<file path="config.mk">
export PLATFORM = sky130hd
export DESIGN_NAME = vrc6_mapper
export DESIGN_NICKNAME = d
export VERILOG_FILES = /design/src/hw/vrc6_pkg.sv /design/src/hw/vrc6_audio.sv /design/src/hw/vrc6_bank_map.sv /design/src/hw/vrc6_irq_counter.sv /design/src/hw/vrc6_mapper.sv /design/src/hw/vrc6_period_divider.sv /design/src/hw/vrc6_pulse.sv /design/src/hw/vrc6_reg_decode.sv /design/src/hw/vrc6_saw.sv
export VERILOG_INCLUDE_DIRS = /design/src /design/src/hw
export SDC_FILE = /design/constraint.sdc
export NUM_CORES = 1
export LEC_CHECK = 0
export BUFFER_PORTS_ARGS = -buffer_cell sky130_fd_sc_hd__buf_2
export CAP_MARGIN = 20
export CORE_MARGIN = 4
export CORE_UTILIZATION = 49
export DETAILED_ROUTE_END_ITERATION = 10
export GPL_TIMING_DRIVEN = 0
export PLACE_DENSITY = 0.67
export SYNTH_ARGS = -nofsm -noshare
export SYNTH_HDL_FRONTEND = slang
export SYNTH_SLANG_ARGS = --single-unit
</file>
<file path="constraint.sdc">
create_clock -name clk20 -period 13.1 [get_ports clk20]
set_clock_uncertainty 0.15 [all_clocks]
set_input_delay 0.655 -clock clk20 [delete_from_list [all_inputs] [get_ports clk20]]
set_output_delay 0.655 -clock clk20 [all_outputs]
set_load 0.05 [all_outputs]
</file>
<file path="src/hw/vrc6_macros.svh">
// shared constants for the VRC6 mapper
// include wherever bus widths, register pages or IRQ prescaler reloads are needed

`ifndef VRC6_MACROS_SVH
`define VRC6_MACROS_SVH

// CPU bus widths
`define VRC6_ADDR_W 16
`define VRC6_DATA_W 8

// register pages, CPU address bits 15:12
`define VRC6_PAGE_PRG8   4'h8
`define VRC6_PAGE_PULSE1 4'h9
`define VRC6_PAGE_PULSE2 4'hA
`define VRC6_PAGE_SAW    4'hB
`define VRC6_PAGE_PRGC   4'hC
`define VRC6_PAGE_CHR_LO 4'hD
`define VRC6_PAGE_CHR_HI 4'hE
`define VRC6_PAGE_IRQ    4'hF

// scanline prescaler reloads, 113 113 112 approximates 341/3 cpu cycles
`define VRC6_PRESCALE_LONG  7'd113
`define VRC6_PRESCALE_SHORT 7'd112

// saw accumulator steps per period
`define VRC6_SAW_STEPS 7

`endif

</file>
<file path="src/hw/vrc6_pkg.sv">
// struct types shared by the VRC6 mapper RTL and its testbench
// register state travels between blocks in these packed structs

`include "vrc6_macros.svh"

package vrc6_pkg;

    // one CPU bus beat
    typedef struct packed {
        logic [`VRC6_ADDR_W-1:0] addr;
        logic [`VRC6_DATA_W-1:0] data;
        logic                    we;
    } cpu_wr_t;

    typedef struct packed {
        logic [4:0]      prg8;
        logic [5:0]      prgc;
        logic [7:0][7:0] chr;    // 1k CHR banks 0..7
        logic [1:0]      mirror;
    } bank_regs_t;

    typedef struct packed {
        logic [7:0] latch;
        logic       mode_cycle;
        logic       enable;
        logic       enable_after_ack;
        logic       ctrl_write;       // one cycle after Fxx1 write
        logic       ack_write;        // one cycle after Fxx2 write
    } irq_ctrl_t;

    typedef logic [11:0] pulse_period_t;
    typedef logic [12:0] saw_period_t;

    typedef struct packed {
        logic          mode;   // constant volume when set
        logic [2:0]    duty;
        logic [3:0]    vol;
        pulse_period_t period;
        logic          en;
    } pulse_cfg_t;

    typedef struct packed {
        logic [5:0]  rate;
        logic [11:0] period;
        logic        en;
    } saw_cfg_t;

    typedef struct packed {
        pulse_cfg_t [1:0] pulse;
        saw_cfg_t         saw;
    } sound_regs_t;

endpackage

</file>
<file path="src/hw/vrc6_audio.sv">
// VRC6 expansion sound, two pulse channels and one saw
// output is the raw sum of the three channel levels, range 0..61

`timescale 1ns/100ps

module vrc6_audio (
    input  logic                  clk20,
    input  logic                  reset,
    input  logic                  ce,
    input  vrc6_pkg::sound_regs_t sound,
    output logic [5:0]            audio_level
);
    logic [3:0] pulse0_level;
    logic [3:0] pulse1_level;
    logic [4:0] saw_level;

    vrc6_pulse pulse0 (
        .clk20 (clk20),
        .reset (reset),
        .ce    (ce),
        .cfg   (sound.pulse[0]),
        .level (pulse0_level)
    );

    vrc6_pulse pulse1 (
        .clk20 (clk20),
        .reset (reset),
        .ce    (ce),
        .cfg   (sound.pulse[1]),
        .level (pulse1_level)
    );

    vrc6_saw saw0 (
        .clk20 (clk20),
        .reset (reset),
        .ce    (ce),
        .cfg   (sound.saw),
        .level (saw_level)
    );

    assign audio_level = {2'b00, pulse0_level} + {2'b00, pulse1_level} + {1'b0, saw_level};

endmodule

</file>
<file path="src/hw/vrc6_bank_map.sv">
// PRG and CHR bank translation for the VRC6
// purely combinational, follows the live CPU and PPU addresses

`timescale 1ns/100ps

module vrc6_bank_map (
    input  vrc6_pkg::bank_regs_t banks,
    input  logic [15:0]          cpu_addr,
    input  logic [13:0]          chr_addr,
    input  logic [5:0]           cfg_prgmask,
    input  logic [6:0]           cfg_chrmask,
    output logic [5:0]           prg_bank,    // address bits 18:13
    output logic [8:0]           chr_bank,    // address bits 18:10
    output logic                 ciram_ce
);
    logic [5:0] prg_sel;
    logic [7:0] chr_sel;
    logic       mirror_bit;

    always_comb begin
        case (cpu_addr[15:13])
            3'b100, 3'b101: prg_sel = {banks.prg8, cpu_addr[13]};   // 16k window
            3'b110:         prg_sel = banks.prgc;
            3'b111:         prg_sel = '1;   // fixed last bank
            default:        prg_sel = '0;
        endcase
    end

    assign chr_sel = banks.chr[chr_addr[12:10]];

    // nametable select when the PPU is in 2000-3FFF
    always_comb begin
        case (banks.mirror)
            2'd0:    mirror_bit = chr_addr[10];   // vertical
            2'd1:    mirror_bit = chr_addr[11];   // horizontal
            2'd2:    mirror_bit = 1'b0;
            default: mirror_bit = 1'b1;
        endcase
    end

    assign prg_bank = prg_sel & cfg_prgmask;
    assign chr_bank = {{1'b0, chr_sel[7:2]} & cfg_chrmask,
                       chr_sel[1],
                       chr_addr[13] ? mirror_bit : chr_sel[0]};
    assign ciram_ce = chr_addr[13];

endmodule

</file>
<file path="src/hw/vrc6_irq_counter.sv">
// VRC6 IRQ counter, scanline or cpu cycle mode
// an 8-bit up counter reloads from the latch on overflow and raises the IRQ flag

`timescale 1ns/100ps
`include "vrc6_macros.svh"

module vrc6_irq_counter (
    input  logic                clk20,
    input  logic                reset,
    input  logic                ce,
    input  vrc6_pkg::irq_ctrl_t irq_ctrl,
    output logic                irq
);
    logic [6:0] prescaler;
    logic [1:0] line;       // position in the three line pattern
    logic [7:0] count;
    logic       live_en;
    logic       timeout;
    logic       count_clk;

    // scanline mode ticks once per prescaler wrap
    assign count_clk = irq_ctrl.mode_cycle || (prescaler == '0);

    always_ff @(posedge clk20 or posedge reset) begin
        if (reset) begin
            prescaler <= '0;
            line      <= '0;
            count     <= '0;
            live_en   <= 1'b0;
            timeout   <= 1'b0;
        end else if (irq_ctrl.ctrl_write) begin
            prescaler <= `VRC6_PRESCALE_LONG;
            line      <= '0;
            count     <= irq_ctrl.latch;
            live_en   <= irq_ctrl.enable;
            timeout   <= 1'b0;
        end else if (irq_ctrl.ack_write) begin
            live_en <= irq_ctrl.enable_after_ack;
            timeout <= 1'b0;
        end else if (ce && live_en) begin
            if (prescaler != '0) begin
                prescaler <= prescaler - 1'b1;
            end else begin
                prescaler <= line[1] ? `VRC6_PRESCALE_SHORT : `VRC6_PRESCALE_LONG;
                line      <= line[1] ? 2'd0 : line + 1'b1;
            end
            if (count_clk) begin
                if (count == 8'hff) begin
                    count   <= irq_ctrl.latch;   // overflow, reload and flag
                    timeout <= 1'b1;
                end else begin
                    count <= count + 1'b1;
                end
            end
        end
    end

    assign irq = timeout && live_en;

endmodule

</file>
<file path="src/hw/vrc6_mapper.sv">
// VRC6 cartridge mapper top, mapper 24 or 26 by the mapper26 strap
// connects the register decoder to bank mapping, IRQ and expansion sound

`timescale 1ns/100ps

module vrc6_mapper (
    input  logic              clk20,
    input  logic              reset,
    input  logic              ce,
    input  logic              mapper26,
    input  vrc6_pkg::cpu_wr_t cpu,
    input  logic [13:0]       chr_addr,
    input  logic [5:0]        cfg_prgmask,
    input  logic [6:0]        cfg_chrmask,
    output logic [5:0]        prg_bank,
    output logic [8:0]        chr_bank,
    output logic              ciram_ce,
    output logic              irq,
    output logic [5:0]        audio_level
);
    vrc6_pkg::bank_regs_t  banks;
    vrc6_pkg::irq_ctrl_t   irq_ctrl;
    vrc6_pkg::sound_regs_t sound;

    vrc6_reg_decode decode0 (
        .clk20    (clk20),
        .reset    (reset),
        .ce       (ce),
        .mapper26 (mapper26),
        .cpu      (cpu),
        .banks    (banks),
        .irq_ctrl (irq_ctrl),
        .sound    (sound)
    );

    // bank map sees the unswapped address, only A13..A15 matter there
    vrc6_bank_map map0 (
        .banks       (banks),
        .cpu_addr    (cpu.addr),
        .chr_addr    (chr_addr),
        .cfg_prgmask (cfg_prgmask),
        .cfg_chrmask (cfg_chrmask),
        .prg_bank    (prg_bank),
        .chr_bank    (chr_bank),
        .ciram_ce    (ciram_ce)
    );

    vrc6_irq_counter irq0 (
        .clk20    (clk20),
        .reset    (reset),
        .ce       (ce),
        .irq_ctrl (irq_ctrl),
        .irq      (irq)
    );

    vrc6_audio audio0 (
        .clk20       (clk20),
        .reset       (reset),
        .ce          (ce),
        .sound       (sound),
        .audio_level (audio_level)
    );

endmodule

</file>
<file path="src/hw/vrc6_period_divider.sv">
// programmable period divider for the sound channels
// steps once every period+1 enabled ce cycles

`timescale 1ns/100ps

module vrc6_period_divider #(
    parameter type period_t = logic [11:0]
) (
    input  logic    clk20,
    input  logic    reset,
    input  logic    ce,
    input  logic    en,
    input  period_t period,
    output logic    step
);
    period_t count;

    assign step = ce && en && (count == '0);

    always_ff @(posedge clk20 or posedge reset) begin
        if (reset) begin
            count <= '0;
        end else if (ce && en) begin
            if (count == '0)
                count <= period;   // reload on terminal count
            else
                count <= count - 1'b1;
        end
    end

endmodule

</file>
<file path="src/hw/vrc6_pulse.sv">
// one VRC6 pulse channel
// 16-step duty sequencer, or constant volume when mode is set

`timescale 1ns/100ps

module vrc6_pulse (
    input  logic                 clk20,
    input  logic                 reset,
    input  logic                 ce,
    input  vrc6_pkg::pulse_cfg_t cfg,
    output logic [3:0]           level
);
    import vrc6_pkg::*;

    logic       step;
    logic [3:0] step_cnt;

    vrc6_period_divider #(.period_t(pulse_period_t)) div0 (
        .clk20  (clk20),
        .reset  (reset),
        .ce     (ce),
        .en     (cfg.en),
        .period (cfg.period),
        .step   (step)
    );

    always_ff @(posedge clk20 or posedge reset) begin
        if (reset) begin
            step_cnt <= '0;
            level    <= '0;
        end else begin
            if (step)
                step_cnt <= step_cnt + 1'b1;
            // high for steps 0..duty of each 16
            if (cfg.en && (cfg.mode || step_cnt <= {1'b0, cfg.duty}))
                level <= cfg.vol;
            else
                level <= '0;
        end
    end

endmodule

</file>
<file path="src/hw/vrc6_reg_decode.sv">
// CPU write decoder for the VRC6 register file
// turns qualified bus writes into bank, IRQ and sound register structs

`timescale 1ns/100ps
`include "vrc6_macros.svh"

module vrc6_reg_decode (
    input  logic                  clk20,
    input  logic                  reset,
    input  logic                  ce,
    input  logic                  mapper26,
    input  vrc6_pkg::cpu_wr_t     cpu,
    output vrc6_pkg::bank_regs_t  banks,
    output vrc6_pkg::irq_ctrl_t   irq_ctrl,
    output vrc6_pkg::sound_regs_t sound
);
    import vrc6_pkg::*;

    cpu_wr_t    bus;        // bus with mapper 26 line swap applied
    logic [3:0] page;
    logic [1:0] sel;
    logic       pulse_idx;

    // mapper 26 board swaps A0 and A1
    assign bus.addr = mapper26 ? {cpu.addr[`VRC6_ADDR_W-1:2], cpu.addr[0], cpu.addr[1]}
                               : cpu.addr;
    assign bus.data = cpu.data;
    assign bus.we   = cpu.we;

    assign page      = bus.addr[15:12];
    assign sel       = bus.addr[1:0];
    assign pulse_idx = (page == `VRC6_PAGE_PULSE2);

    always_ff @(posedge clk20 or posedge reset) begin
        if (reset) begin
            banks    <= '0;
            irq_ctrl <= '0;
            sound    <= '0;
        end else begin
            irq_ctrl.ctrl_write <= 1'b0;   // strobes last one cycle
            irq_ctrl.ack_write  <= 1'b0;
            if (ce && bus.we) begin
                case (page)
                    `VRC6_PAGE_PRG8:   banks.prg8 <= bus.data[4:0];
                    `VRC6_PAGE_PRGC:   banks.prgc <= bus.data[5:0];
                    `VRC6_PAGE_CHR_LO: banks.chr[{1'b0, sel}] <= bus.data;
                    `VRC6_PAGE_CHR_HI: banks.chr[{1'b1, sel}] <= bus.data;
                    `VRC6_PAGE_PULSE1, `VRC6_PAGE_PULSE2: begin
                        case (sel)
                            2'd0: begin
                                sound.pulse[pulse_idx].mode <= bus.data[7];
                                sound.pulse[pulse_idx].duty <= bus.data[6:4];
                                sound.pulse[pulse_idx].vol  <= bus.data[3:0];
                            end
                            2'd1: sound.pulse[pulse_idx].period[7:0] <= bus.data;
                            2'd2: begin
                                sound.pulse[pulse_idx].en           <= bus.data[7];
                                sound.pulse[pulse_idx].period[11:8] <= bus.data[3:0];
                            end
                            default: ;
                        endcase
                    end
                    `VRC6_PAGE_SAW: begin
                        case (sel)
                            2'd0: sound.saw.rate <= bus.data[5:0];
                            2'd1: sound.saw.period[7:0] <= bus.data;
                            2'd2: begin
                                sound.saw.en           <= bus.data[7];
                                sound.saw.period[11:8] <= bus.data[3:0];
                            end
                            default: banks.mirror <= bus.data[3:2];   // B003
                        endcase
                    end
                    `VRC6_PAGE_IRQ: begin
                        case (sel)
                            2'd0: irq_ctrl.latch <= bus.data;
                            2'd1: begin
                                irq_ctrl.mode_cycle       <= bus.data[2];
                                irq_ctrl.enable           <= bus.data[1];
                                irq_ctrl.enable_after_ack <= bus.data[0];
                                irq_ctrl.ctrl_write       <= 1'b1;
                            end
                            2'd2: irq_ctrl.ack_write <= 1'b1;
                            default: ;
                        endcase
                    end
                    default: ;   // below 8000, nothing to latch
                endcase
            end
        end
    end

endmodule

</file>
<file path="src/hw/vrc6_saw.sv">
// VRC6 sawtooth channel
// accumulator adds rate six times, then clears on the seventh step

`timescale 1ns/100ps
`include "vrc6_macros.svh"

module vrc6_saw (
    input  logic               clk20,
    input  logic               reset,
    input  logic               ce,
    input  vrc6_pkg::saw_cfg_t cfg,
    output logic [4:0]         level
);
    import vrc6_pkg::*;

    saw_period_t saw_period;
    logic        step;
    logic [2:0]  step_idx;
    logic [7:0]  acc;

    // saw runs at half the register rate
    assign saw_period = {cfg.period, 1'b1};

    vrc6_period_divider #(.period_t(saw_period_t)) div0 (
        .clk20  (clk20),
        .reset  (reset),
        .ce     (ce),
        .en     (cfg.en),
        .period (saw_period),
        .step   (step)
    );

    always_ff @(posedge clk20 or posedge reset) begin
        if (reset) begin
            step_idx <= '0;
            acc      <= '0;
            level    <= '0;
        end else begin
            if (step) begin
                if (step_idx == 3'(`VRC6_SAW_STEPS - 1)) begin
                    step_idx <= '0;
                    acc      <= '0;
                end else begin
                    step_idx <= step_idx + 1'b1;
                    acc      <= acc + {2'b00, cfg.rate};
                end
            end
            level <= cfg.en ? acc[7:3] : '0;   // top five bits only
        end
    end

endmodule

</file>
==> run metrics <==
CTS H-tree depth=1; Fin Setup TNS=0 ns; die area=0.0263 mm²; period utilization=27.6%; HPWL Detailed=between 15 and 20 mm; Starting DRT DRC Count=648; Min Hold Slack=0.188 ns; Worst-Margin Slew=0.986 ns; standard-cell rows=56; Layout Cells excl Fill=1,451; Synth top area share=51.3%; Port Buf Inserts=50; Hold Violations, Final=0; initial antenna violation count=0; nets=roughly 1,200; Synth Area per Inst=~11 µm²; post-route cell area=0.0133 mm²; maximum net fanout on the critical path=2; synth unique cells=slightly above 60; Synth Instances=1,031; HP Class=in -> async; pre-CTS WS=around 9.5 ns; count leader, synth=dfrtp_1; Max Cap Viol=0; Total GRT Usage=21.4%; Slowest-stage cell, CP=fa_1; GP Congestion=slightly above 0.8; post-route setup slack=9.48 ns; worst rel slew slack=between 30% and 40%; Clock Tree Buf Depth=3; crit-path leading delay family=adder cells; final WL=27.5 mm; total number of vias=8,346; CTS tree=yes; Core Region=0.0234 mm²; RSZ-0062 raised after global routing=no; vias in the first global route=roughly 8,400; Synth area leader=dfrtp_1; #FFs+latches synth=approximately 240; Starting Density=around half; first-pass GRT wire length=about 45 mm; ANT cells=0; WL per Instance=about 19 µm; synthesized area=0.0117 mm²; post-CTS sizing=0; clock transition at the registers of the reported paths=0.06 ns; Synthesized Nets=about 1,100; Synth Flop Type=dfrtp_1; Final Slew Violations=0; Seq/Total Area, Yosys=51.3%; DP Area=0.0123 mm²; fraction of registers with async set/reset=100%; Post-route DRC=0; CP Capture Type=primary output; CP startpoint kind=flip-flop; clock root cell=clkbuf_16; GRT Residual Overflow=0; fin util=57.0%; Setup Buffers After CTS=0; FF+latch area=around 0.0060 mm²; Vias/cell=5.75; max incr delay on CP=0.50 ns; status=completed; die width=162 µm; fmax=~280 MHz; most used cell, CP=fa_1; Worst EP arrival=approximately 2.8 ns; CP Data Required Time=12.30 ns; largest net degree at the start of global routing=about 130; DRT Pass-1 Iters=6; fin crit period=3.62 ns; cts hold-fix bufs=0; Max VDD drop=0.123 mV; Total Power=2.06 mW; Post-synth EDFFs=0; P&R area growth vs syn=14.4%; Cell Pwr Density=155 mW/mm²; # fillers=between 2,000 and 2,500; CP Cell Sequence=ha_1 -> fa_1 -> fa_1 -> a21o_1 -> a21oi_1 -> xnor2_1 -> buf_2; Leak=6.41 nW; clk sink count=239; most area-consuming cells after synthesis=dfrtp_1, mux2_2, ha_1; clock latency on the worst-skew pair=about 0.55 ns; Yosys Warn Count=0; TritonCTS Buffers=27; share of cells above drive strength 1=~22%; placed insts=around 1,400; number of I/O pins=slightly below 80; commonest cells in the netlist=dfrtp_1, mux2_2, nand2_1; multi-input combinational cell area=0.00534 mm²; post-route ant nets=0; worst path bufs/invs=1; kind of critical path=reg -> out; final setup fails=0; Die Ht=162 µm
path summary, 6_finish.rpt:
| kind | start | cells after the start | slack (ns) | to |
|---|---|---|---|---|
| min in group clk20 | cpu[4] | 2 | 0.22 | decode0.banks[29]$_DFFE_PP0P_ |
| worst min register to register | audio0.pulse0.step_cnt[3]$_DFFE_PP0P_ | 1 | 0.33 | audio0.pulse0.step_cnt[3]$_DFFE_PP0P_ |
| worst max register to register | audio0.pulse1.div0.count[0]$_DFFE_PP0P_ | 8 | 10.47 | audio0.pulse1.div0.count[0]$_DFFE_PP0P_ |
| max in group asynchronous | reset | 3 | 11.59 | decode0.banks[43]$_DFFE_PP0P_ |
| worst min-delay path | reset | 2 | 0.19 | audio0.pulse0.level[3]$_DFF_PP0_ |
| worst max-delay path | audio0.pulse1.level[0]$_DFF_PP0_ | 7 | 9.48 | audio_level[4] |
worst register-to-register path, delay by kind of cell (launching register included):
kind                       cells  cell delay, ns
DFF                            1            0.39
and+or+nand+nor                3            1.14
buffers and inverters          2            0.41
adders and majority gates      1            0.16
AOI/OAI and AO/OA              2            0.25
cells in the final DEF (no fill, tap or decap), types with 8 or more instances in the layout:
cell type	n
a21oi_1	47
a22o_1	43
a31oi_1	10
and2_1	14
and3_1	8
buf_2	56
clkbuf_1	42
clkbuf_16	27
dfrtp_1	239
ha_1	35
inv_1	33
mux2_2	110
mux2i_1	14
mux4_2	16
nand2_1	90
nand3_1	23
nor2_1	61
nor2b_1	15
nor3_1	23
o21ai_0	51
o22ai_1	8
o31ai_1	8
or3_1	10
or4_1	8
xnor2_1	13
cell type report:
cell class / count / area share [%]
flip-flops and latches: 239 / 44.9
multi-input cells: 710 / 40.0
clock buffers: 36 / 5.62
well taps: 319 / 2.99
repair buffers: 51 / 2.08
clock inverters: 14 / 1.81
plain buffers: 48 / 1.58
inverters: 34 / 1.01
kinds of logic after synthesis:
family	share of synthesized area, %
other	0.0322
XOR/XNOR	1.50
multiplexers	14.9
AND/OR/NAND/NOR	12.7
buffers and inverters	2.90
flip-flops	51.3
AO/OA/AOI/OAI	12.4
adder cells (fa/ha/maj)	4.27
power breakdown:
part | total (mW) | switching, mW | internal (mW)
Clock | 0.837 | 0.315 | 0.522
Combinational | 0.342 | 0.200 | 0.142
Sequential | 0.881 | 0.0642 | 0.817
sequential cells by signal (all words and copies together) (netlist names), 2 cells and up:
register and flops:
audio0.pulse0.div0.count 12, audio0.pulse0.level 4, audio0.pulse0.step_cnt 4, audio0.pulse1.div0.count 12, audio0.pulse1.level 4, audio0.pulse1.step_cnt 4
audio0.saw0.acc 8, audio0.saw0.div0.count 13, audio0.saw0.level 5, audio0.saw0.step_idx 3, decode0.banks 77, decode0.irq_ctrl 13
decode0.sound 61, irq0.count 8, irq0.line 2, irq0.prescaler 7
routing by layer:
layer | vias to the layer above | track usage [%] | part of all wire, % | wire length [µm]
met5 | - | 0 | 0 | 0
met4 | 0 | 3.81 | 1.5 | 407
met3 | 32 | 2.84 | 4.3 | 1190
met2 | 188 | 35.1 | 47 | 13000
met1 | 4202 | 31.1 | 47 | 12900
li1 | 3924 | - | - | -
Power figures use the tool's default switching activity.
